===== config.mk =====
export PLATFORM = sky130hd
export DESIGN_NAME = serial_device_flat
export DESIGN_NICKNAME = d
export VERILOG_FILES = /design/src/common/mem_bus_pkg.sv /design/src/common/mem_req_if.sv /design/src/serial_device/serial_device.sv /design/src/flat_wrapper.sv
export SDC_FILE = /design/constraint.sdc
export NUM_CORES = 1
export LEC_CHECK = 0
export BUFFER_PORTS_ARGS = -buffer_cell sky130_fd_sc_hd__buf_2
export CAP_MARGIN = 40
export CORE_MARGIN = 10
export CORE_UTILIZATION = 42
export DETAILED_ROUTE_END_ITERATION = 8
export MAX_ROUTING_LAYER = met4
export PLACE_DENSITY = 0.77
export SETUP_SLACK_MARGIN = 0.3
export SLEW_MARGIN = 0
export SYNTH_ARGS = -nofsm -noshare
export SYNTH_HDL_FRONTEND = slang
export SYNTH_SLANG_ARGS = --single-unit

===== constraint.sdc =====
create_clock -name i_clk -period 0.8 [get_ports i_clk]
set_input_delay 0.08 -clock i_clk [delete_from_list [all_inputs] [get_ports i_clk]]
set_output_delay 0.08 -clock i_clk [all_outputs]
set_load 0.05 [all_outputs]

===== src/common/mem_bus_pkg.sv =====
package mem_bus_pkg;

localparam int DATA_W = 32;
localparam int ADDR_W = 32;
localparam int TAG_W  = 4;

typedef logic [DATA_W-1:0]   data_t;
typedef logic [ADDR_W-1:0]   addr_t;
typedef logic [DATA_W/8-1:0] byte_en_t;
typedef logic [TAG_W-1:0]    tag_t;
typedef logic [TAG_W:0]      bus_tag_t;  // top bit carries the master index

typedef enum logic {
  CMD_RD,
  CMD_WR
} mem_cmd_t;

// ======================================================================
// address map
// ======================================================================
localparam addr_t RAM_BASE  = 32'h0000_0000;
localparam addr_t RAM_SIZE  = 32'h0000_0400;
localparam int    RAM_WORDS = int'(RAM_SIZE) / (DATA_W/8);
localparam int    RAM_IDX_W = $clog2(RAM_WORDS);

localparam addr_t DEV_BASE       = 32'h5400_0000;
localparam addr_t DEV_SIZE       = 32'h0000_1000;
localparam addr_t DEV_STATUS_OFS = 32'h0000_0004;
localparam data_t DEV_STATUS_VAL = 32'h0000_2000;  // transmitter empty, lane 1

// ======================================================================
// read latencies, counted from the accept cycle
// ======================================================================
localparam int RAM_RD_LAT = 2;
localparam int DEV_RD_LAT = 11;
localparam int RSV_DEPTH  = DEV_RD_LAT;  // longest read sets the window

endpackage


===== src/common/mem_req_if.sv =====
`timescale 1ns/100ps

interface mem_req_if;

import mem_bus_pkg::*;

logic     valid;    // one-cycle strobe per accepted request
mem_cmd_t cmd;
addr_t    addr;
bus_tag_t tag;
data_t    wdata;
byte_en_t byte_en;

modport master (
  output valid,
  output cmd,
  output addr,
  output tag,
  output wdata,
  output byte_en
);

modport target (
  input valid,
  input cmd,
  input addr,
  input tag,
  input wdata,
  input byte_en
);

endinterface


===== src/serial_device/serial_device.sv =====
`timescale 1ns/100ps

module serial_device (
  input  logic                  i_clk,
  input  logic                  i_reset_n,
  mem_req_if.target             bus,
  output logic                  o_resp_valid,
  output mem_bus_pkg::bus_tag_t o_resp_tag,
  output mem_bus_pkg::data_t    o_resp_data,
  output logic                  o_tx_valid,
  output logic [7:0]            o_tx_byte
);

import mem_bus_pkg::*;

addr_t    w_ofs;
logic     w_rd;
logic     w_tx_wr;
logic     w_tx_ok;

logic     r_rd_valid [DEV_RD_LAT-1];
bus_tag_t r_rd_tag   [DEV_RD_LAT-1];
data_t    r_rd_data  [DEV_RD_LAT-1];

assign w_ofs   = bus.addr - DEV_BASE;
assign w_rd    = bus.valid && (bus.cmd == CMD_RD);
assign w_tx_wr = bus.valid && (bus.cmd == CMD_WR) && (w_ofs == '0) && bus.byte_en[0];

// printable characters plus LF and CR reach the console
assign w_tx_ok = (bus.wdata[7:0] >= 8'h20) ||
                 (bus.wdata[7:0] == 8'h0a) ||
                 (bus.wdata[7:0] == 8'h0d);

// ======================================================================
// transmit
// ======================================================================
always_ff @(posedge i_clk, negedge i_reset_n) begin
  if (!i_reset_n) begin
    o_tx_valid <= 1'b0;
  end else begin
    o_tx_valid <= w_tx_wr && w_tx_ok;  // control bytes are silently dropped
  end
end

always_ff @(posedge i_clk) begin
  if (w_tx_wr) begin
    o_tx_byte <= bus.wdata[7:0];
  end
end

// ======================================================================
// read delay chain
// ======================================================================
always_ff @(posedge i_clk, negedge i_reset_n) begin
  if (!i_reset_n) begin
    for (int s = 0; s < DEV_RD_LAT-1; s++) begin
      r_rd_valid[s] <= 1'b0;
    end
  end else begin
    r_rd_valid[0] <= w_rd;
    for (int s = 1; s < DEV_RD_LAT-1; s++) begin
      r_rd_valid[s] <= r_rd_valid[s-1];
    end
  end
end

always_ff @(posedge i_clk) begin
  if (w_rd) begin
    r_rd_tag[0]  <= bus.tag;
    r_rd_data[0] <= (w_ofs == DEV_STATUS_OFS) ? DEV_STATUS_VAL : '0;
  end
  for (int s = 1; s < DEV_RD_LAT-1; s++) begin
    r_rd_tag[s]  <= r_rd_tag[s-1];
    r_rd_data[s] <= r_rd_data[s-1];
  end
end

assign o_resp_valid = r_rd_valid[DEV_RD_LAT-2];
assign o_resp_tag   = r_rd_tag[DEV_RD_LAT-2];
assign o_resp_data  = r_rd_data[DEV_RD_LAT-2];

endmodule


===== src/flat_wrapper.sv =====
// flat-port wrapper written by rule: the top's interface ports become plain ports
module serial_device_flat import mem_bus_pkg::*;
  (i_clk, i_reset_n, o_resp_valid, o_resp_tag, o_resp_data, o_tx_valid, o_tx_byte, bus_valid, bus_cmd, bus_addr, bus_tag, bus_wdata, bus_byte_en);
  mem_req_if bus_i ();
  input  logic i_clk;
  input  logic i_reset_n;
  output logic o_resp_valid;
  output mem_bus_pkg::bus_tag_t o_resp_tag;
  output mem_bus_pkg::data_t o_resp_data;
  output logic o_tx_valid;
  output logic [7:0] o_tx_byte;
  input wire logic [$bits(bus_i.valid)-1:0] bus_valid;
  input wire logic [$bits(bus_i.cmd)-1:0] bus_cmd;
  input wire logic [$bits(bus_i.addr)-1:0] bus_addr;
  input wire logic [$bits(bus_i.tag)-1:0] bus_tag;
  input wire logic [$bits(bus_i.wdata)-1:0] bus_wdata;
  input wire logic [$bits(bus_i.byte_en)-1:0] bus_byte_en;
  assign bus_i.valid = bus_valid;
  assign bus_i.cmd = bus_cmd;
  assign bus_i.addr = bus_addr;
  assign bus_i.tag = bus_tag;
  assign bus_i.wdata = bus_wdata;
  assign bus_i.byte_en = bus_byte_en;
  serial_device u_core (.i_clk(i_clk), .i_reset_n(i_reset_n), .bus(bus_i), .o_resp_valid(o_resp_valid), .o_resp_tag(o_resp_tag), .o_resp_data(o_resp_data), .o_tx_valid(o_tx_valid), .o_tx_byte(o_tx_byte));
endmodule

# Word-level counts from Yosys, hierarchy flattened
# Memory sizes are Yosys's and may differ from the RTL's.
# Index checks and enable logic that the tools add are counted.
# word_totals
reg_bits	19
ramBits	370
inputBits	77
output_inout_bits	47
n_memories	2
# op_classes
addsub	1
n_lt_le_gt_ge	1
eq_ne	3
mux	3
n_bitwise	1
n_reduce_logical	8
# memory_table
memory	words	word_bits	read_ports	rd_ports_with_merged_regs	write_ports	line_no	rtl
u_core.r_rd_data	10	32	10	0	10	serial_device.sv:23	data_t r_rd_data [DEV_RD_LAT-1];
u_core.r_rd_tag	10	5	10	0	10	serial_device.sv:22	bus_tag_t r_rd_tag [DEV_RD_LAT-1];
# ops
op	count
32-bit by 3-bit == test with 1-bit output (second input constant)	1
32-bit zero test	1
32-bit by 31-bit subtractor with 32-bit output (second input constant)	1
8-bit by 4-bit == test with 1-bit output (second input constant)	2
14-bit two-way mux	1
8-bit by 6-bit >= comparator with 1-bit output (second input constant)	1
1-bit logical AND	5
1-bit logical OR	2
1-bit two-way mux	2
1-bit inverter	1

# Logic depth before layout (Yosys ltp)
# logic_depth
ltp_word	5
ltp_mapped	4

# Least setup slack after synthesis
# No wires, ideal clock.
# synth_timing
path_type	input to register
start	input bus_addr[14]
end	register u_core.o_tx_byte[0] (enable)
t_arrival_ns	0.956
required_time_ns	0.427
path_slack_ns	-0.530
path_stages	3
path_buffers	0
cell_sequence	nor4_1 > nand4_1 > nor3_2
# synth_via
elab_chain_cells	4
# synth_lines
element	line_no	rtl
from (decl)	flat_wrapper.sv:14	input wire logic [$bits(bus_i.addr)-1:0] bus_addr;
32-bit by 31-bit subtractor with 32-bit output	serial_device.sv:25	assign w_ofs = bus.addr - DEV_BASE;
32-bit zero test	serial_device.sv:27	assign w_tx_wr = bus.valid && (bus.cmd == CMD_WR) && (w_ofs == '0) && bus.byte_en[0];
1-bit logical AND (2 in a row)	serial_device.sv:27	
named net u_core.w_tx_wr	serial_device.sv:18	logic w_tx_wr;
to (signal assigned)	serial_device.sv:47	o_tx_byte <= bus.wdata[7:0];
to (decl)	serial_device.sv:11	output logic [7:0] o_tx_byte
# The timed path passes the listed nets, and every way through them passes these cells.
# A chain may end at the register's enable or synchronous reset.

# Worst setup path in the final report
# layout_timing
start	register u_core.o_tx_byte[4]
end	output o_tx_byte[4]
# layout_rtl
element	line_no	rtl
to (decl)	flat_wrapper.sv:11	output logic [7:0] o_tx_byte;
# No word-level cell between the ends.

==> out/results.ini <==
[floorplan]
std_cell_rows=25
start_util=0.443
dieArea_sq_mm=0.00838
die_w_um=91.5
core_area_sq_mm=0.00485
dieHeight_um=91.5
ios=124

[synthesis]
postSynthCellCount=131
ys.warnings.count=0
synth-seq-cells=79
yosysSeqAreaShare=0.827
synth_top_area_frac=0.503
ys_top_cells_by_area=dfxtp_1, edfxtp_1, dfrtp_1, buf_4, nor4_1
yosys.area.top_type=dfxtp_1
synth_edf_count=14
syn_avg_cell_area_sq_um=16.4
yosys_most_used_dff=dfxtp_1
asyncSetResetFlopFracSynth=0.139
syn-cell-area_sq_mm=0.00215
synth_cell_types=17

[critical_path]
rr_worst_depth=0
critPathKind=reg -> out
critPathMaxFanout=1
cp_top_family=flip-flops
cp.required_ns=0.72
critical_path_depth=1
path_buf_inv=1
r2r_slack_ns=0.30
cpPeakStageDelay_ns=0.40
cp-end-kind=output port
critPathArrivalTime_ns=0.90
start_kind=flip-flop
crit_slowest_cell=edfxtp_1
crit_chain=buf_6

[clock_network]
clock_sinks=79
htreeDepth=3
cts_made_buffers=9
clk_pin_slew_ns=0.07
clk_latency_ns=0.33
hold_buffers=1
clock_path_buffers=2
cts_tree=built
root_buffer=clkbuf_8

[drt]
first_pass_iters=4
routed_wl_mm=3.71
wl_per_cell_um=13.0
drc=0
vias=1128
antenna_left=0
drt_iter0_drc=19
via_per_inst=3.96

[pwr]
leakagePower_uw=0.00134
peakVddDrop_mv=1.46
power.density_mw_per_mm2=2570

[timing]
fin_crit_ns=0.983
hold_ws_ns=-0.0783
clock_skew_ns=0.00480
setup_viol=25
finalWorstSetupSlack_ns=-0.183
fmax_mhz=1020
fin_setup_tns_ns=-3.69
drv_slew=0
period_share=1.23
rsz0062_at_grt=yes
report.final.hold_viol_count=13

[grt]
grt_pass1_wl_mm=5.99
grtUsageTotal=0.0975
grt_max_degree=13
antenna_found_initial=0
gr-total-overflow=0
grt_pass1_vias=1362

[min_path]
hold_path.class=in -> reg
hold_depth=1

[layout]
drive_gt1_frac=0.472
area_growth_syn_to_layout_pct=39.6
antenna_cells=0
final_nets=290

[flow_run]
maxCapViolCount=0

[place]
hpwl_mm=2.89
io_buffer_count=65
globalplace.congestion=0.727

[outcome]
status=complete, but fails checks
violations=hold timing, setup timing

## final timing paths
path | from | to
min in group asynchronous | i_reset_n | u_core.o_resp_valid
max reg2reg | u_core.r_rd_tag[0][1] | u_core.r_rd_tag[1][1]
max in group asynchronous | i_reset_n | u_core.o_tx_valid
min | bus_tag[0] | u_core.r_rd_tag[0][0]
min reg2reg | u_core.r_rd_tag[7][4] | u_core.r_rd_tag[8][4]
max | u_core.o_tx_byte[4] | o_tx_byte[4]
## synthesized netlist by cell type, types with 2 or more instances
cell type   n
dfxtp_1    54
buf_4      31
edfxtp_1   14
dfrtp_1    11
nor4_1      6
nand4_1     3
nor3b_1     2
## layout make-up
type	instances	area, sq um
fillers	392	1850
flip-flops and latches	79	1800
repair buffers	72	578
multi-input cells	50	340
clock buffers	13	180
well taps	67	83.8
clock inverters	3	13.8
inverters	1	3.75
## per-stage QoR
step                      utilization  instances  cell area (sq um)  power [uW]  setup slack [ns]
after floorplan                     -        161               2360        4930            -0.416
after global placement          0.533        267               2580        5000            -0.547
after detailed placement        0.533        267               2580        5020            -0.549
after CTS                       0.614        284               2980        7810            -0.218
after global routing            0.619        285               3000        8080            -0.252
final                           0.619        285               3000        7730            -0.183
## report_power, final
part           switching (uW)  leakage [uW]  internal, uW
clock                    1230      0.000102          1470
sequential               51.6      0.000724          4270
combinational             504      0.000516           207
## registers in the layout, summed over array words and instances (netlist names)
signal	flops
u_core.o_tx_valid	1
u_core.o_resp_valid	1
u_core.r_rd_tag	50
u_core.r_rd_valid	9
u_core.r_rd_data	10
u_core.o_tx_byte	8
## metal layers
metal	vias up	share of wire	GRT usage
met5	-	0	-
met4	0	0.012	0.0587
met3	4	0.13	0.0733
met2	67	0.51	0.146
met1	514	0.36	0.0865
li1	543	-	-
## cell families after synthesis
logic type,count (synthesis),synth area share
DFF,79,0.827
buffers and inverters,32,0.110
and+or+nand+nor,17,0.0536
AOI/OAI and AO/OA,2,0.00815
other,1,0.00174
## layout by cell type (no fill, tap or decap), types with 2 or more instances in the layout
| cell type | n |
|---|---|
| dfxtp_1 | 48 |
| buf_2 | 39 |
| conb_1 | 31 |
| buf_6 | 20 |
| edfxtp_1 | 14 |
| clkbuf_8 | 11 |
| dfrtp_1 | 9 |
| buf_8 | 6 |
| dfxtp_4 | 6 |
| buf_4 | 5 |
| nor4_4 | 4 |
| nand4_1 | 3 |
| nor4_2 | 2 |
| nor3b_1 | 2 |
| clkinv_2 | 2 |
| dfrtp_2 | 2 |
## timing repair
action | 4_1_cts | 5_1_grt
setup buffers | 0 | 1
resized for setup | 48 | 3
setup endpoints to repair | 27 | 29
pin swaps | 4 | 5
endpoints found under the hold margin | 25 | 14
(Power assumes the default switching activity.)
