--- src/common/mem_bus_pkg.sv ---
package mem_bus_pkg;

localparam int DATA_W = 32;
localparam int ADDR_W = 32;
localparam int TAG_W  = 4;

typedef logic [DATA_W-1:0]   data_t;
typedef logic [ADDR_W-1:0]   addr_t;
typedef logic [DATA_W/8-1:0] byte_en_t;
typedef logic [TAG_W-1:0]    tag_t;
typedef logic [TAG_W:0]      bus_tag_t;  // top bit carries the master index

typedef enum logic {
  CMD_RD,
  CMD_WR
} mem_cmd_t;

// ======================================================================
// address map
// ======================================================================
localparam addr_t RAM_BASE  = 32'h0000_0000;
localparam addr_t RAM_SIZE  = 32'h0000_0400;
localparam int    RAM_WORDS = int'(RAM_SIZE) / (DATA_W/8);
localparam int    RAM_IDX_W = $clog2(RAM_WORDS);

localparam addr_t DEV_BASE       = 32'h5400_0000;
localparam addr_t DEV_SIZE       = 32'h0000_1000;
localparam addr_t DEV_STATUS_OFS = 32'h0000_0004;
localparam data_t DEV_STATUS_VAL = 32'h0000_2000;  // transmitter empty, lane 1

// ======================================================================
// read latencies, counted from the accept cycle
// ======================================================================
localparam int RAM_RD_LAT = 2;
localparam int DEV_RD_LAT = 11;
localparam int RSV_DEPTH  = DEV_RD_LAT;  // longest read sets the window

endpackage

--- src/common/mem_req_if.sv ---
`timescale 1ns/100ps

interface mem_req_if;

import mem_bus_pkg::*;

logic     valid;    // one-cycle strobe per accepted request
mem_cmd_t cmd;
addr_t    addr;
bus_tag_t tag;
data_t    wdata;
byte_en_t byte_en;

modport master (
  output valid,
  output cmd,
  output addr,
  output tag,
  output wdata,
  output byte_en
);

modport target (
  input valid,
  input cmd,
  input addr,
  input tag,
  input wdata,
  input byte_en
);

endinterface

--- src/design/mem_arbiter.sv ---
`timescale 1ns/100ps

module mem_arbiter (
  input  logic                  i_clk,
  input  logic                  i_reset_n,
  input  logic                  i_req_valid   [2],
  input  mem_bus_pkg::mem_cmd_t i_req_cmd     [2],
  input  mem_bus_pkg::addr_t    i_req_addr    [2],
  input  mem_bus_pkg::tag_t     i_req_tag     [2],
  input  mem_bus_pkg::data_t    i_req_wdata   [2],
  input  mem_bus_pkg::byte_en_t i_req_byte_en [2],
  output logic                  o_req_ready   [2],
  mem_req_if.master             ram_bus,
  mem_req_if.master             dev_bus,
  input  logic                  i_ram_resp_valid,
  input  mem_bus_pkg::bus_tag_t i_ram_resp_tag,
  input  mem_bus_pkg::data_t    i_ram_resp_data,
  input  logic                  i_dev_resp_valid,
  input  mem_bus_pkg::bus_tag_t i_dev_resp_tag,
  input  mem_bus_pkg::data_t    i_dev_resp_data,
  output logic                  o_resp_valid  [2],
  output mem_bus_pkg::tag_t     o_resp_tag    [2],
  output mem_bus_pkg::data_t    o_resp_data   [2]
);

import mem_bus_pkg::*;

logic [1:0]           w_is_ram;
logic [1:0]           w_is_dev;
logic [1:0]           w_rsv_hit;
logic [1:0]           w_elig;
logic [1:0]           w_grant;
logic                 w_sel;
logic [RSV_DEPTH-1:0] w_mark;
logic [RSV_DEPTH-1:0] r_rsv;  // bit k set means a response returns k+1 cycles out
logic                 r_ready_en;
logic                 r_last_grant;
logic                 r_ram_valid;
logic                 r_dev_valid;
mem_cmd_t             r_cmd;
addr_t                r_addr;
bus_tag_t             r_tag;
data_t                r_wdata;
byte_en_t             r_byte_en;
bus_tag_t             w_resp_tag;
data_t                w_resp_data;

// ======================================================================
// decode, reservation check and round-robin grant
// ======================================================================
always_comb begin
  for (int m = 0; m < 2; m++) begin
    w_is_ram[m]  = (i_req_addr[m] - RAM_BASE) < RAM_SIZE;
    w_is_dev[m]  = (i_req_addr[m] - DEV_BASE) < DEV_SIZE;
    w_rsv_hit[m] = (i_req_cmd[m] == CMD_RD) &&
                   ((w_is_ram[m] && r_rsv[RAM_RD_LAT-1]) ||
                    (w_is_dev[m] && r_rsv[DEV_RD_LAT-1]));
    w_elig[m]    = r_ready_en && i_req_valid[m] && !w_rsv_hit[m];
  end
end

// the master that lost last time wins a tie
assign w_grant[0] = w_elig[0] && (!w_elig[1] || r_last_grant);
assign w_grant[1] = w_elig[1] && (!w_elig[0] || !r_last_grant);
assign w_sel      = w_grant[1];

assign o_req_ready[0] = w_grant[0];
assign o_req_ready[1] = w_grant[1];

always_comb begin
  w_mark = '0;
  if ((w_grant != 2'b00) && (i_req_cmd[w_sel] == CMD_RD)) begin
    if (w_is_ram[w_sel]) begin
      w_mark[RAM_RD_LAT-1] = 1'b1;
    end else if (w_is_dev[w_sel]) begin
      w_mark[DEV_RD_LAT-1] = 1'b1;
    end
  end
end

always_ff @(posedge i_clk, negedge i_reset_n) begin
  if (!i_reset_n) begin
    r_ready_en   <= 1'b0;
    r_last_grant <= 1'b0;
    r_rsv        <= '0;
    r_ram_valid  <= 1'b0;
    r_dev_valid  <= 1'b0;
  end else begin
    r_ready_en  <= 1'b1;
    r_rsv       <= (r_rsv | w_mark) >> 1;
    r_ram_valid <= (w_grant != 2'b00) && w_is_ram[w_sel];
    r_dev_valid <= (w_grant != 2'b00) && w_is_dev[w_sel];  // unmapped goes nowhere
    if (w_grant != 2'b00) begin
      r_last_grant <= w_sel;
    end
  end
end

always_ff @(posedge i_clk) begin
  if (w_grant != 2'b00) begin
    r_cmd     <= i_req_cmd[w_sel];
    r_addr    <= i_req_addr[w_sel];
    r_tag     <= {w_sel, i_req_tag[w_sel]};
    r_wdata   <= i_req_wdata[w_sel];
    r_byte_en <= i_req_byte_en[w_sel];
  end
end

assign ram_bus.valid   = r_ram_valid;
assign ram_bus.cmd     = r_cmd;
assign ram_bus.addr    = r_addr;
assign ram_bus.tag     = r_tag;
assign ram_bus.wdata   = r_wdata;
assign ram_bus.byte_en = r_byte_en;

assign dev_bus.valid   = r_dev_valid;
assign dev_bus.cmd     = r_cmd;
assign dev_bus.addr    = r_addr;
assign dev_bus.tag     = r_tag;
assign dev_bus.wdata   = r_wdata;
assign dev_bus.byte_en = r_byte_en;

// ======================================================================
// response merge and steering
// ======================================================================
assign w_resp_tag  = i_ram_resp_valid ? i_ram_resp_tag  : i_dev_resp_tag;
assign w_resp_data = i_ram_resp_valid ? i_ram_resp_data : i_dev_resp_data;

always_comb begin
  for (int m = 0; m < 2; m++) begin
    o_resp_valid[m] = (i_ram_resp_valid || i_dev_resp_valid) &&
                      (w_resp_tag[TAG_W] == 1'(m));
    o_resp_tag[m]   = w_resp_tag[TAG_W-1:0];
    o_resp_data[m]  = w_resp_data;
  end
end

// reservation must keep the two targets from ever answering together
a_single_resp: assert property (@(posedge i_clk) disable iff (!i_reset_n)
  !(i_ram_resp_valid && i_dev_resp_valid));

a_single_ready: assert property (@(posedge i_clk) disable iff (!i_reset_n)
  $onehot0({o_req_ready[1], o_req_ready[0]}));

endmodule

--- src/flat_wrapper.sv ---
// flat-port wrapper written by rule: the top's interface ports become plain ports
module mem_arbiter_flat import mem_bus_pkg::*;
  (i_clk, i_reset_n, i_req_valid, i_req_cmd, i_req_addr, i_req_tag, i_req_wdata, i_req_byte_en, o_req_ready, i_ram_resp_valid, i_ram_resp_tag, i_ram_resp_data, i_dev_resp_valid, i_dev_resp_tag, i_dev_resp_data, o_resp_valid, o_resp_tag, o_resp_data, ram_bus_valid, ram_bus_cmd, ram_bus_addr, ram_bus_tag, ram_bus_wdata, ram_bus_byte_en, dev_bus_valid, dev_bus_cmd, dev_bus_addr, dev_bus_tag, dev_bus_wdata, dev_bus_byte_en);
  mem_req_if ram_bus_i ();
  mem_req_if dev_bus_i ();
  input  logic i_clk;
  input  logic i_reset_n;
  input  logic i_req_valid[2];
  input  mem_bus_pkg::mem_cmd_t i_req_cmd[2];
  input  mem_bus_pkg::addr_t i_req_addr[2];
  input  mem_bus_pkg::tag_t i_req_tag[2];
  input  mem_bus_pkg::data_t i_req_wdata[2];
  input  mem_bus_pkg::byte_en_t i_req_byte_en[2];
  output logic o_req_ready[2];
  input  logic i_ram_resp_valid;
  input  mem_bus_pkg::bus_tag_t i_ram_resp_tag;
  input  mem_bus_pkg::data_t i_ram_resp_data;
  input  logic i_dev_resp_valid;
  input  mem_bus_pkg::bus_tag_t i_dev_resp_tag;
  input  mem_bus_pkg::data_t i_dev_resp_data;
  output logic o_resp_valid[2];
  output mem_bus_pkg::tag_t o_resp_tag[2];
  output mem_bus_pkg::data_t o_resp_data[2];
  output wire logic [$bits(ram_bus_i.valid)-1:0] ram_bus_valid;
  output wire logic [$bits(ram_bus_i.cmd)-1:0] ram_bus_cmd;
  output wire logic [$bits(ram_bus_i.addr)-1:0] ram_bus_addr;
  output wire logic [$bits(ram_bus_i.tag)-1:0] ram_bus_tag;
  output wire logic [$bits(ram_bus_i.wdata)-1:0] ram_bus_wdata;
  output wire logic [$bits(ram_bus_i.byte_en)-1:0] ram_bus_byte_en;
  output wire logic [$bits(dev_bus_i.valid)-1:0] dev_bus_valid;
  output wire logic [$bits(dev_bus_i.cmd)-1:0] dev_bus_cmd;
  output wire logic [$bits(dev_bus_i.addr)-1:0] dev_bus_addr;
  output wire logic [$bits(dev_bus_i.tag)-1:0] dev_bus_tag;
  output wire logic [$bits(dev_bus_i.wdata)-1:0] dev_bus_wdata;
  output wire logic [$bits(dev_bus_i.byte_en)-1:0] dev_bus_byte_en;
  assign ram_bus_valid = ram_bus_i.valid;
  assign ram_bus_cmd = ram_bus_i.cmd;
  assign ram_bus_addr = ram_bus_i.addr;
  assign ram_bus_tag = ram_bus_i.tag;
  assign ram_bus_wdata = ram_bus_i.wdata;
  assign ram_bus_byte_en = ram_bus_i.byte_en;
  assign dev_bus_valid = dev_bus_i.valid;
  assign dev_bus_cmd = dev_bus_i.cmd;
  assign dev_bus_addr = dev_bus_i.addr;
  assign dev_bus_tag = dev_bus_i.tag;
  assign dev_bus_wdata = dev_bus_i.wdata;
  assign dev_bus_byte_en = dev_bus_i.byte_en;
  mem_arbiter u_core (.i_clk(i_clk), .i_reset_n(i_reset_n), .i_req_valid(i_req_valid), .i_req_cmd(i_req_cmd), .i_req_addr(i_req_addr), .i_req_tag(i_req_tag), .i_req_wdata(i_req_wdata), .i_req_byte_en(i_req_byte_en), .o_req_ready(o_req_ready), .ram_bus(ram_bus_i), .dev_bus(dev_bus_i), .i_ram_resp_valid(i_ram_resp_valid), .i_ram_resp_tag(i_ram_resp_tag), .i_ram_resp_data(i_ram_resp_data), .i_dev_resp_valid(i_dev_resp_valid), .i_dev_resp_tag(i_dev_resp_tag), .i_dev_resp_data(i_dev_resp_data), .o_resp_valid(o_resp_valid), .o_resp_tag(o_resp_tag), .o_resp_data(o_resp_data));
endmodule
--- config.mk ---
export PLATFORM = sky130hd
export DESIGN_NAME = mem_arbiter_flat
export DESIGN_NICKNAME = d
export VERILOG_FILES = /design/src/common/mem_bus_pkg.sv /design/src/common/mem_req_if.sv /design/src/design/mem_arbiter.sv /design/src/flat_wrapper.sv
export SDC_FILE = /design/constraint.sdc
export NUM_CORES = 1
export LEC_CHECK = 0
export BUFFER_PORTS_ARGS = -buffer_cell sky130_fd_sc_hd__buf_2
export CAP_MARGIN = 20
export CORE_AREA = 2 2 173 175
export CTS_CLUSTER_SIZE = 14
export DETAILED_ROUTE_END_ITERATION = 8
export DIE_AREA = 0 0 175 177
export PLACE_DENSITY = 0.42
export SLEW_MARGIN = 20
export SYNTH_ARGS = -nofsm -noshare
export SYNTH_HDL_FRONTEND = slang
export SYNTH_SLANG_ARGS = --single-unit
--- constraint.sdc ---
create_clock -name i_clk -period 7.8 [get_ports i_clk]
set_clock_uncertainty 0.1 [all_clocks]
set_input_delay 0 -clock i_clk [delete_from_list [all_inputs] [get_ports i_clk]]
set_output_delay 0 -clock i_clk [all_outputs]
set_load 0.03 [all_outputs]
**Word-level counts from Yosys, hierarchy flattened**

Index checks and enable logic that the tools add are counted.

- Register bits after elaboration: 88
- Bits of input ports: 226
- Output and inout port bits: 226
- Logic and storage cells: 74

- Reductions and logical operators: 24
- Bitwise operators: 6
- Order comparisons: 6
- Add/subtract/negate cells: 2
- Mux-type cells: 26

Operators with widths:

| operator | number |
|---|---|
| $mux W32 | 7 |
| $lt A32 B11 Y1 const B | 2 |
| $lt A32 B13 Y1 const B | 2 |
| $sub A32 B31 Y32 const B | 2 |
| $mux W4 | 6 |
| $logic_and A1 B1 Y1 | 15 |
| $mux W1 | 12 |
| $or A10 B11 Y11 | 1 |
| $logic_not A1 Y1 | 5 |
| $mux W5 | 1 |
| $not A1 Y1 | 4 |
| $logic_or A1 B1 Y1 | 3 |
| $ge A2 B2 Y1 const B | 1 |
| $lt A1 B2 Y1 const B | 1 |
| $not A1 Y2 | 1 |
| $reduce_bool A2 Y1 | 1 |

**Logic depth before layout (Yosys ltp)**

Gate-level depths: netlist of the first run.

- Depth in word-level cells: 16
- Gate-level depth with buffers: 8
- Gate-level depth less buffers: 5

**Worst setup path before layout of the first run**

OpenSTA, ideal clock, no wires.

- Kind: flip-flop to flip-flop
- Start: register u_core.r_rsv[1]
- End: register u_core.r_addr[0] (netlist: u_core.dev_bus.addr[0]) (enable)
- Setup time: 0.445 ns
- Path buffers: 0
- Period minus slack after synthesis: 3.316 ns
- Slack: 4.484 ns
- Cell stages (with the launch flop): 5
- Required time: 7.255 ns
- Arrival: 2.771 ns
- Cell sequence: dfrtp_1 > nor4b_1 > and4_1 > a21oi_1 > nand2b_1

- Word-level cells in the longest chain between the ends: 8
- Elaborated cells on any way between the ends: 15
- Classes of those cells: 15 x reduce/logical

Ends and longest elaborated chain:

| item | RTL line | RTL |
|---|---|---|
| start: declaration | mem_arbiter.sv:35 | `logic [RSV_DEPTH-1:0] r_rsv;` |
| start signal: assignment | mem_arbiter.sv:90 | `r_rsv <= (r_rsv \| w_mark) >> 1;` |
| $logic_and A1 B1 Y1 | mem_arbiter.sv:56 | `((w_is_ram[m] && r_rsv[RAM_RD_LAT-1]) \|\|` |
| $logic_and A1 B1 Y1 | mem_arbiter.sv:55 | `w_rsv_hit[m] = (i_req_cmd[m] == CMD_RD) &&` |
| $logic_not A1 Y1 | mem_arbiter.sv:58 | `w_elig[m] = r_ready_en && i_req_valid[m] && !w_rsv_hit[m];` |
| $logic_and A1 B1 Y1 | mem_arbiter.sv:58 |  |
| $logic_not A1 Y1, on equally long branches | mem_arbiter.sv:63, mem_arbiter.sv:64 |  |
| $logic_or A1 B1 Y1, on equally long branches | mem_arbiter.sv:63, mem_arbiter.sv:64 |  |
| $logic_and A1 B1 Y1, on equally long branches | mem_arbiter.sv:63, mem_arbiter.sv:64 |  |
| $reduce_bool A2 Y1 * | mem_arbiter.sv:100 | `if (w_grant != 2'b00) begin` |
| end signal: assignment | mem_arbiter.sv:102 | `r_addr <= i_req_addr[w_sel];` |
| end: declaration | mem_arbiter.sv:41 | `addr_t r_addr;` |

Mark *: on every way between the ends. The rest lies on a longest branch, timed or not.
A chain may end at the register's enable or synchronous reset.

**Worst setup path after layout of the first run**

- Start: input port i_req_addr[27] (netlist name)
- End: register u_core.r_byte_en[3] (netlist: u_core.dev_bus.byte_en[3]), data pin

- Word-level cells in the longest chain between the ends: 10

Ends and longest elaborated chain:

| item | RTL line | RTL |
|---|---|---|
| start: declaration | flat_wrapper.sv:10 | `input mem_bus_pkg::addr_t i_req_addr[2];` |
| $lt A32 B11 Y1 | mem_arbiter.sv:53 | `w_is_ram[m] = (i_req_addr[m] - RAM_BASE) < RAM_SIZE;` |
| $logic_and A1 B1 Y1 | mem_arbiter.sv:56 |  |
| $logic_and A1 B1 Y1 | mem_arbiter.sv:55 |  |
| $logic_not A1 Y1 | mem_arbiter.sv:58 |  |
| $logic_and A1 B1 Y1 | mem_arbiter.sv:58 |  |
| $logic_and A1 B1 Y1 | mem_arbiter.sv:64 | `assign w_grant[1] = w_elig[1] && (!w_elig[0] \|\| !r_last_grant);` |
| $not A1 Y2 (implied by the code) | mem_arbiter.sv:105 | `r_byte_en <= i_req_byte_en[w_sel];` |
| $mux W4 (implied by the code) (3 in a row) | mem_arbiter.sv:105 |  |
| end signal: assignment | mem_arbiter.sv:105 |  |
| end: declaration | mem_arbiter.sv:44 | `byte_en_t r_byte_en;` |

Every way passes these cells. The select of a mux whose other input is x is not followed.

==> results of run 1 <==
==> through the flow <==
step	util, %	instances	instance area (µm²)	setup slack [ns]
global placement	23.6	1102	6910	4.75
CTS	29.9	1270	8740	3.99
global route	29.9	1270	8740	3.78
floorplan	-	382	5070	4.48
detailed placement	23.6	1102	6910	4.71
finish	29.9	1270	8740	4.00
==> logic make-up (layout without fill, tap and decap cells) <==
kind of cell,after synthesis,after routing,share of synthesized area [%]
AOI/OAI and AO/OA,10,10,1.33
buffers and inverters,127,625,18.6
DFF,87,87,50.3
muxes,109,109,24.2
other,1,1,0.0740
and+or+nand+nor,48,48,5.48
==> area by class of cell <==
class                   count  area share (%)
clock buffers              10            2.62
well taps                 390            5.58
multi-input cells         168            18.2
inverters                   4           0.172
clock inverters             6           0.902
flip-flops and latches     87            29.1
repair buffers            605            43.4
==> repair_timing <==
action                                 4_1_cts  5_1_grt
endpoints found under the hold margin       88        0
hold buffers                               152        0
setup endpoints to repair                    0        0
==> worst max-delay path, stage by stage <==
cell and delay [ns]:
dlygate4sd3_1 0.53, buf_2 0.13, or4_1 0.60, nor4_2 0.39, a21oi_1 0.22, o21ai_4 0.09
buf_4 0.78, mux2_1 0.38, dlygate4sd3_1 0.56
==> placed cells by master (no fill, tap or decap), types with 2 or more instances in the layout <==
cell type      netlist  routed
buf_4              114       2
nand2_1             12      12
clkinv_4             0       2
clkbuf_16            0       9
nand4_1              3       3
inv_8                0       2
nor4_2               2       2
nor4_1               6       6
inv_1                4       4
mux2_1              73      73
nor3_1               6       6
o22ai_1              2       2
nand2b_1             3       2
nor4b_1              2       2
nor2_1               4       4
dlygate4sd3_1        0     152
or3_1                3       3
edfxtp_1            74      74
or4_1                3       3
o21ai_0              2       2
dfrtp_1             13      13
buf_2                0     451
mux2_2              36      36
==> worst min path at each step <==
stage,start,endpoint,slack [ns]
4_1_cts,i_req_addr[19],u_core.r_last_grant,0.03
6_report,i_req_addr[19],u_core.r_last_grant,0.06
2_1_floorplan,i_reset_n,u_core.dev_bus.valid,-0.40
3_3_place_gp,i_reset_n,u_core.dev_bus.valid,-0.20
5_1_grt,i_req_addr[19],u_core.r_last_grant,0.07
3_5_place_dp,i_reset_n,u_core.r_ready_en,-0.19
==> registers in the layout, indices dropped and copies added, names as in the netlist <==
register                flops
u_core.r_last_grant         1
u_core.dev_bus.valid        1
u_core.dev_bus.addr        32
u_core.dev_bus.cmd          1
u_core.dev_bus.wdata       32
u_core.r_rsv                9
u_core.ram_bus.valid        1
u_core.r_ready_en           1
u_core.dev_bus.tag          5
u_core.dev_bus.byte_en      4
==> power groups by stage <==
stage | Sequential [W] | Clock, W | Combinational, W
after floorplan | 0.000636 | 0 | 0.000261
after global placement | 0.000578 | 0 | 0.000434
after detailed placement | 0.000578 | 0 | 0.000433
after CTS | 0.000568 | 0.000478 | 0.000509
after global routing | 0.000571 | 0.000491 | 0.000534
final | 0.000567 | 0.000459 | 0.000507
==> layer usage <==
layer  vias up  wire [µm]  track usage, %
li1       2263          -               -
met1      2340       7290            12.4
met2       299      11700            25.7
met3        22       1710            3.29
met4         0        474            4.03
met5         -          0               0
==> summary.md, run 1 <==
| Metric | Value |
|---|---|
| Outcome | finished, final reports clean |
| Post-synthesis sequential area ratio | 50.3% |
| Rel. slew slack | 26.3% |
| Post-Syn Instances | 382 |
| Final Power | 0.00153 W |
| Clk pin slew, worst setup/hold paths | 0.06 ns |
| Setup bufs post-CTS | 0 |
| Final #Nets | 1101 |
| Crit path to | u_core.dev_bus.byte_en[3] |
| Fillers | 3090 |
| Max Clock Freq | 0.263 GHz |
| Lkg Pwr | 4.02 nW |
| Yosys top cell by area | edfxtp_1 |
| Area of the die | 31000 µm² |
| Num CTS Buffers | 9 |
| Max Buffers Root-to-Sink | 2 |
| Sink Count | 87 |
| Yosys Warn Count | 0 |
| Flop2flop setup slack | 4.48 ns |
| Total core area | 29200 µm² |
| Post-synth EDFFs | 74 |
| Post_cts resized | 0 |
| Final antenna-violating net count | 0 |
| ANT cells | 0 |
| Via Count | 4924 |
| Share of layout cells above drive strength 1 | 57.8% |
| First-pass GRT wire length | 29.1 mm |
| Gp weighted congestion | 0.797 |
| Largest net degree at the start of global routing | 77 |
| Starting Density | 17.3% |
| Power Dens Cells | 175 nW/µm² |
| Max Cap Viol | 0 |
| Count leader, synth | buf_4 |
| Drt pass-1 iters | 4 |
| Vias in the first global route | 5053 |
| Crit path DAT | 3.80 ns |
| Reg-to-Reg Start | u_core.r_rsv[1] |
| Ys async rst share | 14.9% |
| Mapped Area | 5070 µm² |
| Synth Area per Inst | 13.3 µm² |
| DR iter-0 viols | 192 |
| Combinational group share of total power | 33.0% |
| Worst EP required | 7.79 ns |
| Final TNS setup | 0 ns |
| Initial antenna violation count | 0 |
| CP Max Fanout | 76 |
| Area occupied by multi-input gates | 1590 µm² |
| H-tree levels | 3 |
| # setup viols final | 0 |
| Die width | 175 µm |
| Routed WL per cell | 16.7 µm |
| Syn_nets | 608 |
| Post-DP HPWL | 16.7 mm |
| Total grt overflow | 0 |
| Most used DFF post-synth | edfxtp_1 |
| CTS root buf | clkbuf_16 |
| Sw Share | 34.5% |
| Buffers added on ports | 451 |
| RSZ-0062 raised after global routing | no |
| Tmin final | 3.80 ns |
| Io pins | 452 |
| Area Overhead vs Synth | 72.6% |
| Seq. cell area | 2550 µm² |
| Count of different cell masters after synthesis | 32 |
| Hold crit path type | input pin to flop |
| Pins Over Slew Limit | 0 |
| Area contributors post-synth | edfxtp_1, buf_4, mux2_1 |
| Die height | 177 µm |
| Worst Reg-to-Reg Cells | 7 |
| Fin Hold WS | 0.0558 ns |
| FP Rows | 63 |
| Crit path kind | input pin to flop |
| Worst-margin pin slew | 1.11 ns |
| CTS tree | yes |
| Final Hold Vio Count | 0 |
| Routed WL | 21.2 mm |
| Sequential power share | 37.0% |
| Hold path cells | 4 |
| Share of the synthesized area in the top cell type | 43.9% |
| Skew-Pair Late Insertion Delay | 0.35 ns |
| DR vias/cell | 3.88 |
| GRT Overall Usage | 12.7% |
| R2r endpoint | u_core.dev_bus.byte_en[3] |
| Critical Path End Type | flop |
| Peak supply drop | 82.9 µV |
| Crit path from | i_req_addr[27] |
| Commonest cells post-synth | buf_4, edfxtp_1, mux2_1, mux2_2, dfrtp_1 |
| Tcrit/Tclk final | 48.8% |
| Drc violations | 0 |
| Register bit total from synthesis | 87 |
| Clock share of power | 29.9% |
| P_int | 0.00100 W |
| CP startpoint kind | input pin |
| Psw | 0.000528 W |
Note: power is estimated with default switching activity, not from simulation.
==> run 2, diff against run 1 <==
- PLACE_DENSITY: 0.42 -> 0.44
- clock period: 7.8 -> 3.3 ns (I/O delays scaled with it)
==> run 2 against run 1 <==
Routed wire length is 8.6% higher. Via count rose by 0.10%. Global-route usage is 1.1 points higher. Register-to-register slack worse by 4.3 ns. Cell count increased by 0.63%. Total power is 140% higher. Critical path type unchanged.
==> summary.md, run 2 (synthesis results as in run 1) <==
| Metric | Value |
|---|---|
| Max Clock Freq | 0.317 GHz |
| Worst-margin pin slew | 0.870 ns (-0.235 ns) |
| Crit path DAT | 3.14 ns (-0.66 ns) |
| Final antenna-violating net count | 0 (unchanged) |
| CP startpoint kind | input pin |
| Clock share of power | 29.6% (-0.3 points) |
| Power Dens Cells | 413 nW/µm² (+140%) |
| R2r endpoint | u_core.dev_bus.wdata[4] |
| Psw | 0.00126 W (+140%) |
| FP Rows | 63 (unchanged) |
| Peak supply drop | 226 µV (+170%) |
| Crit path from | i_req_addr[51] |
| GRT Max-Usage Layer | met2 |
| Tcrit/Tclk final | 95.5% |
| Skew-Pair Late Insertion Delay | 0.34 ns (about the same) |
| Gp weighted congestion | 0.828 (+3.9%) |
| Combinational group share of total power | 33.4% (+0.4 points) |
| Outcome | finished, final reports clean |
| Lkg Pwr | 4.07 nW (+1.2%) |
| Fin Hold WS | 0.0164 ns (-0.0394 ns) |
| Sequential power share | 37.0% (about the same) |
| Flop2flop setup slack | 0.21 ns (-4.27 ns) |
| Tmin final | 3.15 ns |
| DR vias/cell | 3.86 (-0.53%) |
| Io pins | 452 (unchanged) |
| Post-Layout Cell Count | 1278 (+0.63%) |
| Initial antenna violation count | 2 (+2) |
| Rel. slew slack | 42.0% (+16 points) |
| Max Cap Viol | 0 (unchanged) |
| Final #Nets | 1106 (+0.45%) |
| CTS root buf | clkbuf_16 |
| Hold crit path type | input pin to flop |
| Vias in the first global route | 5215 (+3.2%) |
| Post-DP HPWL | 18.2 mm (+8.7%) |
| Total core area | 29200 µm² (unchanged) |
| Sink Count | 87 (unchanged) |
| Routed WL | 23.0 mm (+8.6%) |
| Reg-to-Reg Start | u_core.r_rsv[1] |
| Share of layout cells above drive strength 1 | 58.2% (+0.35 points) |
| Hold path cells | 5 (+1) |
| Area of the die | 31000 µm² (unchanged) |
| Clk pin slew, worst setup/hold paths | 0.07 ns (about the same) |
| GRT Overall Usage | 13.8% (+1.1 points) |
| Critical Path End Type | flop |
| Max Buffers Root-to-Sink | 2 (unchanged) |
| Final Hold Vio Count | 0 (unchanged) |
| CP Max Fanout | 41 (-46%) |
| Buffers added on ports | 451 (unchanged) |
| # setup viols final | 0 (unchanged) |
| Drt pass-1 iters | 4 (unchanged) |
| Routed WL per cell | 18.0 µm (+7.9%) |
| GRT met1 Usage | 13.3% (+0.92 points) |
| Die height | 177 µm (unchanged) |
| Worst Hold End | u_core.r_rsv[9] |
| DR iter-0 viols | 162 (-16%) |
| Area Overhead vs Synth | 74.1% |
| H-tree levels | 3 (unchanged) |
| Commonest cells after routing, fill and taps aside | buf_2, dlygate4sd3_1, edfxtp_1 |
| Most common cell after layout, fill and taps aside | buf_2 |
| First-pass GRT wire length | 31.5 mm (+8.4%) |
| Largest net degree at the start of global routing | 64 (-17%) |
| CTS tree | yes |
| P_int | 0.00238 W (+140%) |
| Met2 Use GR | 28.5% (+2.8 points) |
| Via Count | 4929 (+0.10%) |
| Worst Reg-to-Reg Cells | 7 (unchanged) |
| Fillers | 3045 (-1.5%) |
| Die width | 175 µm (unchanged) |
| Pins Over Slew Limit | 0 (unchanged) |
| Total grt overflow | 0 (unchanged) |
| Crit path kind | input pin to flop |
| Starting Density | 17.3% (unchanged) |
| Drc violations | 0 (unchanged) |
| Placed cells | 1104 (+0.18%) |
| Sw Share | 34.7% (+0.25 points) |
| Met3 usage | 3.11% (-0.17 points) |
| Hold Path Origin | i_req_addr[62] |
| Num CTS Buffers | 9 (unchanged) |
| Worst EP required | 3.29 ns (-4.50 ns) |
[run 2: worst max-delay path by stage]
stage                                      endpoint  slack [ns]  cells after the start
after CTS                   u_core.dev_bus.wdata[6]        0.12                      9
after global routing        u_core.dev_bus.wdata[5]       -0.04                      9
after global placement    u_core.dev_bus.byte_en[2]        0.51                      8
after detailed placement    u_core.dev_bus.wdata[6]        0.43                      8
after floorplan              u_core.dev_bus.addr[0]        0.84                      4
final                       u_core.dev_bus.wdata[4]        0.15                      9
[run 2: critical path, stage by stage]
cell and delay (ns):
dlygate4sd3_1 0.53, buf_2 0.13, nor4_1 0.33, nand3_1 0.26, nor4_4 0.39, o21ai_4 0.26
buf_12 0.29, mux2_1 0.34, dlygate4sd3_1 0.58
[run 2: metal layers]
layer / vias to the layer above / wire length (µm)
li1: 2279 / -
met1: 2348 / 7980
met2: 281 / 12900
met3: 21 / 1600
met4: 0 / 550
met5: - / 0
[run 2: power by group through the flow]
stage | clock network (W) | registers [W] | logic [W]
3_5_place_dp | 0 | 0.00137 | 0.00104
6_report | 0.00108 | 0.00135 | 0.00122
3_3_place_gp | 0 | 0.00137 | 0.00104
2_1_floorplan | 0 | 0.00150 | 0.000618
4_1_cts | 0.00112 | 0.00135 | 0.00122
5_1_grt | 0.00114 | 0.00136 | 0.00129
[run 2: cell type report]
cell class	instances	area (µm²)	share of cell area, %
inverter	4	15.0	0.170
clock buffer	10	229	2.60
antenna	3	7.51	0.0851
tap	390	488	5.53
timing repair buffer	609	3850	43.6
multi-input combinational	169	1610	18.2
clock inverter	6	76.3	0.865
sequential	87	2550	28.9
[run 2: through the flow]
step / power [W] / TNS (ns) / area, µm² / setup WS, ns / util (%)
floorplan: 0.00212 / 0 / 5070 / 0.844 / -
global route: 0.00379 / -0.237 / 8820 / -0.0361 / 30.1
finish: 0.00364 / 0 / 8820 / 0.148 / 30.2
CTS: 0.00370 / 0 / 8770 / 0.117 / 30.0
global placement: 0.00242 / 0 / 6950 / 0.513 / 23.8
detailed placement: 0.00242 / 0 / 6950 / 0.426 / 23.8
[run 2: timing repair]
item | CTS | global route
hold endpoints to repair | 88 | 0
gates resized for setup | 0 | 1
hold buffers | 151 | 0
setup endpoints to repair | 0 | 48
setup buffers | 0 | 3
==> run 3, diff against run 2 <==
- CORE_AREA: 2 2 173 175 -> 2 2 175 177
- DIE_AREA: 0 0 175 177 -> 0 0 177 179
- PLACE_DENSITY: 0.44 -> 0.43
==> run 3 against run 2 <==
Register-to-register slack improved by 0.08 ns. Critical endpoint is now u_core.dev_bus.tag[0]. Cell count increased by 0.55%. Worst hold slack better by 0.014 ns. Setup slack lost 0.0059 ns.
==> summary.md, run 3 (synthesis results as in run 1) <==
| Metric | Value |
|---|---|
| Gp weighted congestion | 0.810 (-2.1%) |
| Design area | 8850 µm² (+0.40%) |
| Worst-margin pin slew | 0.808 ns (-0.0627 ns) |
| Num CTS Buffers | 9 (unchanged) |
| Tmin final | 3.16 ns (+0.00586 ns) |
| Max Cap Viol | 0 (unchanged) |
| Final antenna-violating net count | 0 (unchanged) |
| Pins Over Slew Limit | 0 (unchanged) |
| Via Count | 4883 (-0.93%) |
| Io pins | 452 (unchanged) |
| Hold crit path type | input pin to flop |
| GRT Max-Usage Layer | met2 |
| Slowest cell on crit path | dlygate4sd3_1 |
| Routed WL per cell | 17.1 µm (-5.2%) |
| Lkg Pwr | 4.07 nW (+0.20%) |
| H-tree levels | 3 (unchanged) |
| Vias in the first global route | 4947 (-5.1%) |
| Drc violations | 0 (unchanged) |
| Starting Density | 16.9% (-0.45 points) |
| Largest net degree at the start of global routing | 69 (+7.8%) |
| Crit path from | i_req_addr[16] |
| Outcome | finished, final reports clean |
| Commonest cells after routing, fill and taps aside | buf_2, dlygate4sd3_1, edfxtp_1 |
| Share of layout cells above drive strength 1 | 58.4% (+0.21 points) |
| Final core occ | 29.5% (-0.67 points) |
| Final Hold Vio Count | 0 (unchanged) |
| Hold Path Origin | i_req_addr[23] |
| Drt pass-1 iters | 4 (unchanged) |
| Rel. slew slack | 46.2% (+4.2 points) |
| Initial antenna violation count | 3 (+1) |
| Most used cell, CP | dlygate4sd3_1 |
| Critical Path End Type | flop |
| Max Buffers Root-to-Sink | 2 (unchanged) |
| Crit path buf inv count | 4 (unchanged) |
| Tcrit/Tclk final | 95.7% (+0.18 points) |
| Worst EP required | 3.29 ns (about the same) |
| Routed WL | 21.9 mm (-4.7%) |
| FP Rows | 64 (+1.6%) |
| First-pass GRT wire length | 29.3 mm (-7.1%) |
| # setup viols final | 0 (unchanged) |
| Most common cell after layout, fill and taps aside | buf_2 |
| Critical Path Max Stage Delay | 0.58 ns (about the same) |
| CP startpoint kind | input pin |
| Total core area | 30000 µm² (+2.7%) |
| Power Dens Cells | 410 nW/µm² (-0.76%) |
| Buffers added on ports | 451 (unchanged) |
| Top delay family on crit path | buffers and inverters |
| Reg-to-Reg Start | u_core.r_rsv[1] |
| Crit path kind | input pin to flop |
| Max Clock Freq | 0.317 GHz (-0.19%) |
| Final TNS setup | 0 ns (unchanged) |
| Die width | 177 µm (+1.1%) |
| Clk pin slew, worst setup/hold paths | 0.07 ns (about the same) |
| DR vias/cell | 3.80 (-1.5%) |
| DR iter-0 viols | 120 (-26%) |
| Area of the die | 31700 µm² (+2.3%) |
| Crit path DAT | 3.15 ns (about the same) |
| Final #Nets | 1108 (+0.18%) |
| Skew-Pair Late Insertion Delay | 0.34 ns (about the same) |
| CTS root buf | clkbuf_16 |
| Post-DP HPWL | 17.7 mm (-2.5%) |
| Dpl ws | 0.649 ns (+0.223 ns) |
| Post-Place Cell Area | 6980 µm² (+0.40%) |
| Peak supply drop | 179 µV (-21%) |
| Met3 usage | 3.63% (+0.51 points) |
| PnR worst setup slack | 0.142 ns (-0.00586 ns) |
| Area Overhead vs Synth | 74.8% |
| CTS tree | yes |
| CP Max Fanout | 26 (-37%) |
| Met2 Use GR | 25.7% (-2.8 points) |
| Die height | 179 µm (+1.1%) |
| GRT met1 Usage | 12.2% (-1.1 points) |
| Sink Count | 87 (unchanged) |
| Total grt overflow | 0 (unchanged) |
| RSZ-0062 raised after global routing | no |
| CP cell instances | dlygate4sd3_1 -> buf_2 -> or4_1 -> nor4_2 -> a21oi_1 -> o21ai_4 -> buf_12 -> mux2_1 -> dlygate4sd3_1 |
| GRT Overall Usage | 12.8% (-1.1 points) |
run 3: changes by cell type in the layout (fill, tap and decap cells not counted):
cell and delta:
buf_4 +1, nor4_2 +1, nor4_1 -1, clkinv_4 -2, inv_6 +1, clkinv_2 +1, diode_2 -1, buf_12 +1
run 3: final cells by class:
| type | instances | area [µm²] |
|---|---|---|
| Timing Repair Buffer | 611 | 3870 |
| Sequential cell | 87 | 2550 |
| Clock buffer | 10 | 229 |
| Antenna cell | 2 | 5.00 |
| Fill cell | 3166 | 21200 |
| Inverter | 4 | 15.0 |
| Tap cell | 396 | 495 |
| Clock inverter | 6 | 72.6 |
| Multi-Input combinational cell | 169 | 1620 |
run 3: power by group:
part | switching (W) | internal, W
clock network | 0.000475 | 0.000600
registers | 0.0000445 | 0.00130
logic | 0.000727 | 0.000489
run 3: worst paths after layout:
| kind | end | slack, ns | depth (start not counted) |
|---|---|---|---|
| worst max register to register | u_core.dev_bus.tag[0] | 0.29 | 7 |
| worst min-delay path | u_core.r_last_grant | 0.03 | 4 |
| worst min register to register | u_core.r_rsv[1] | 0.25 | 0 |
| max in group asynchronous | u_core.r_rsv[1] | 2.11 | 3 |
| worst max-delay path | u_core.dev_bus.tag[0] | 0.14 | 9 |
| min in group asynchronous | u_core.dev_bus.valid | 0.62 | 3 |
run 3: stage by stage:
stage / power (W) / hold slack [ns] / instances
final: 0.00363 / 0.0301 / 1285
after global routing: 0.00380 / 0.0506 / 1284
after CTS: 0.00369 / 0.00485 / 1278
after detailed placement: 0.00241 / -0.198 / 1111
after global placement: 0.00241 / -0.200 / 1111
after floorplan: 0.00212 / -0.396 / 382
run 3: metal layers:
metal	vias to the layer above	share of wire, %
met5	-	0.055
met1	2291	34
li1	2283	-
met4	2	2.3
met2	284	55
met3	23	8.7
run 3: tightest hold or removal path, cell delays in order:
cell,delay [ns]
buf_2,0.11
nor4_2,0.06
a21bo_2,0.22
nand2_1,0.06
run 3: repair_timing:
| item | 4_1_cts | 5_1_grt |
|---|---|---|
| endpoints found under the setup margin | 0 | 54 |
| endpoints found under the hold margin | 88 | 0 |
| buffers inserted | 0 | 4 |
| hold buffers | 151 | 0 |
| gates resized for setup | 0 | 2 |
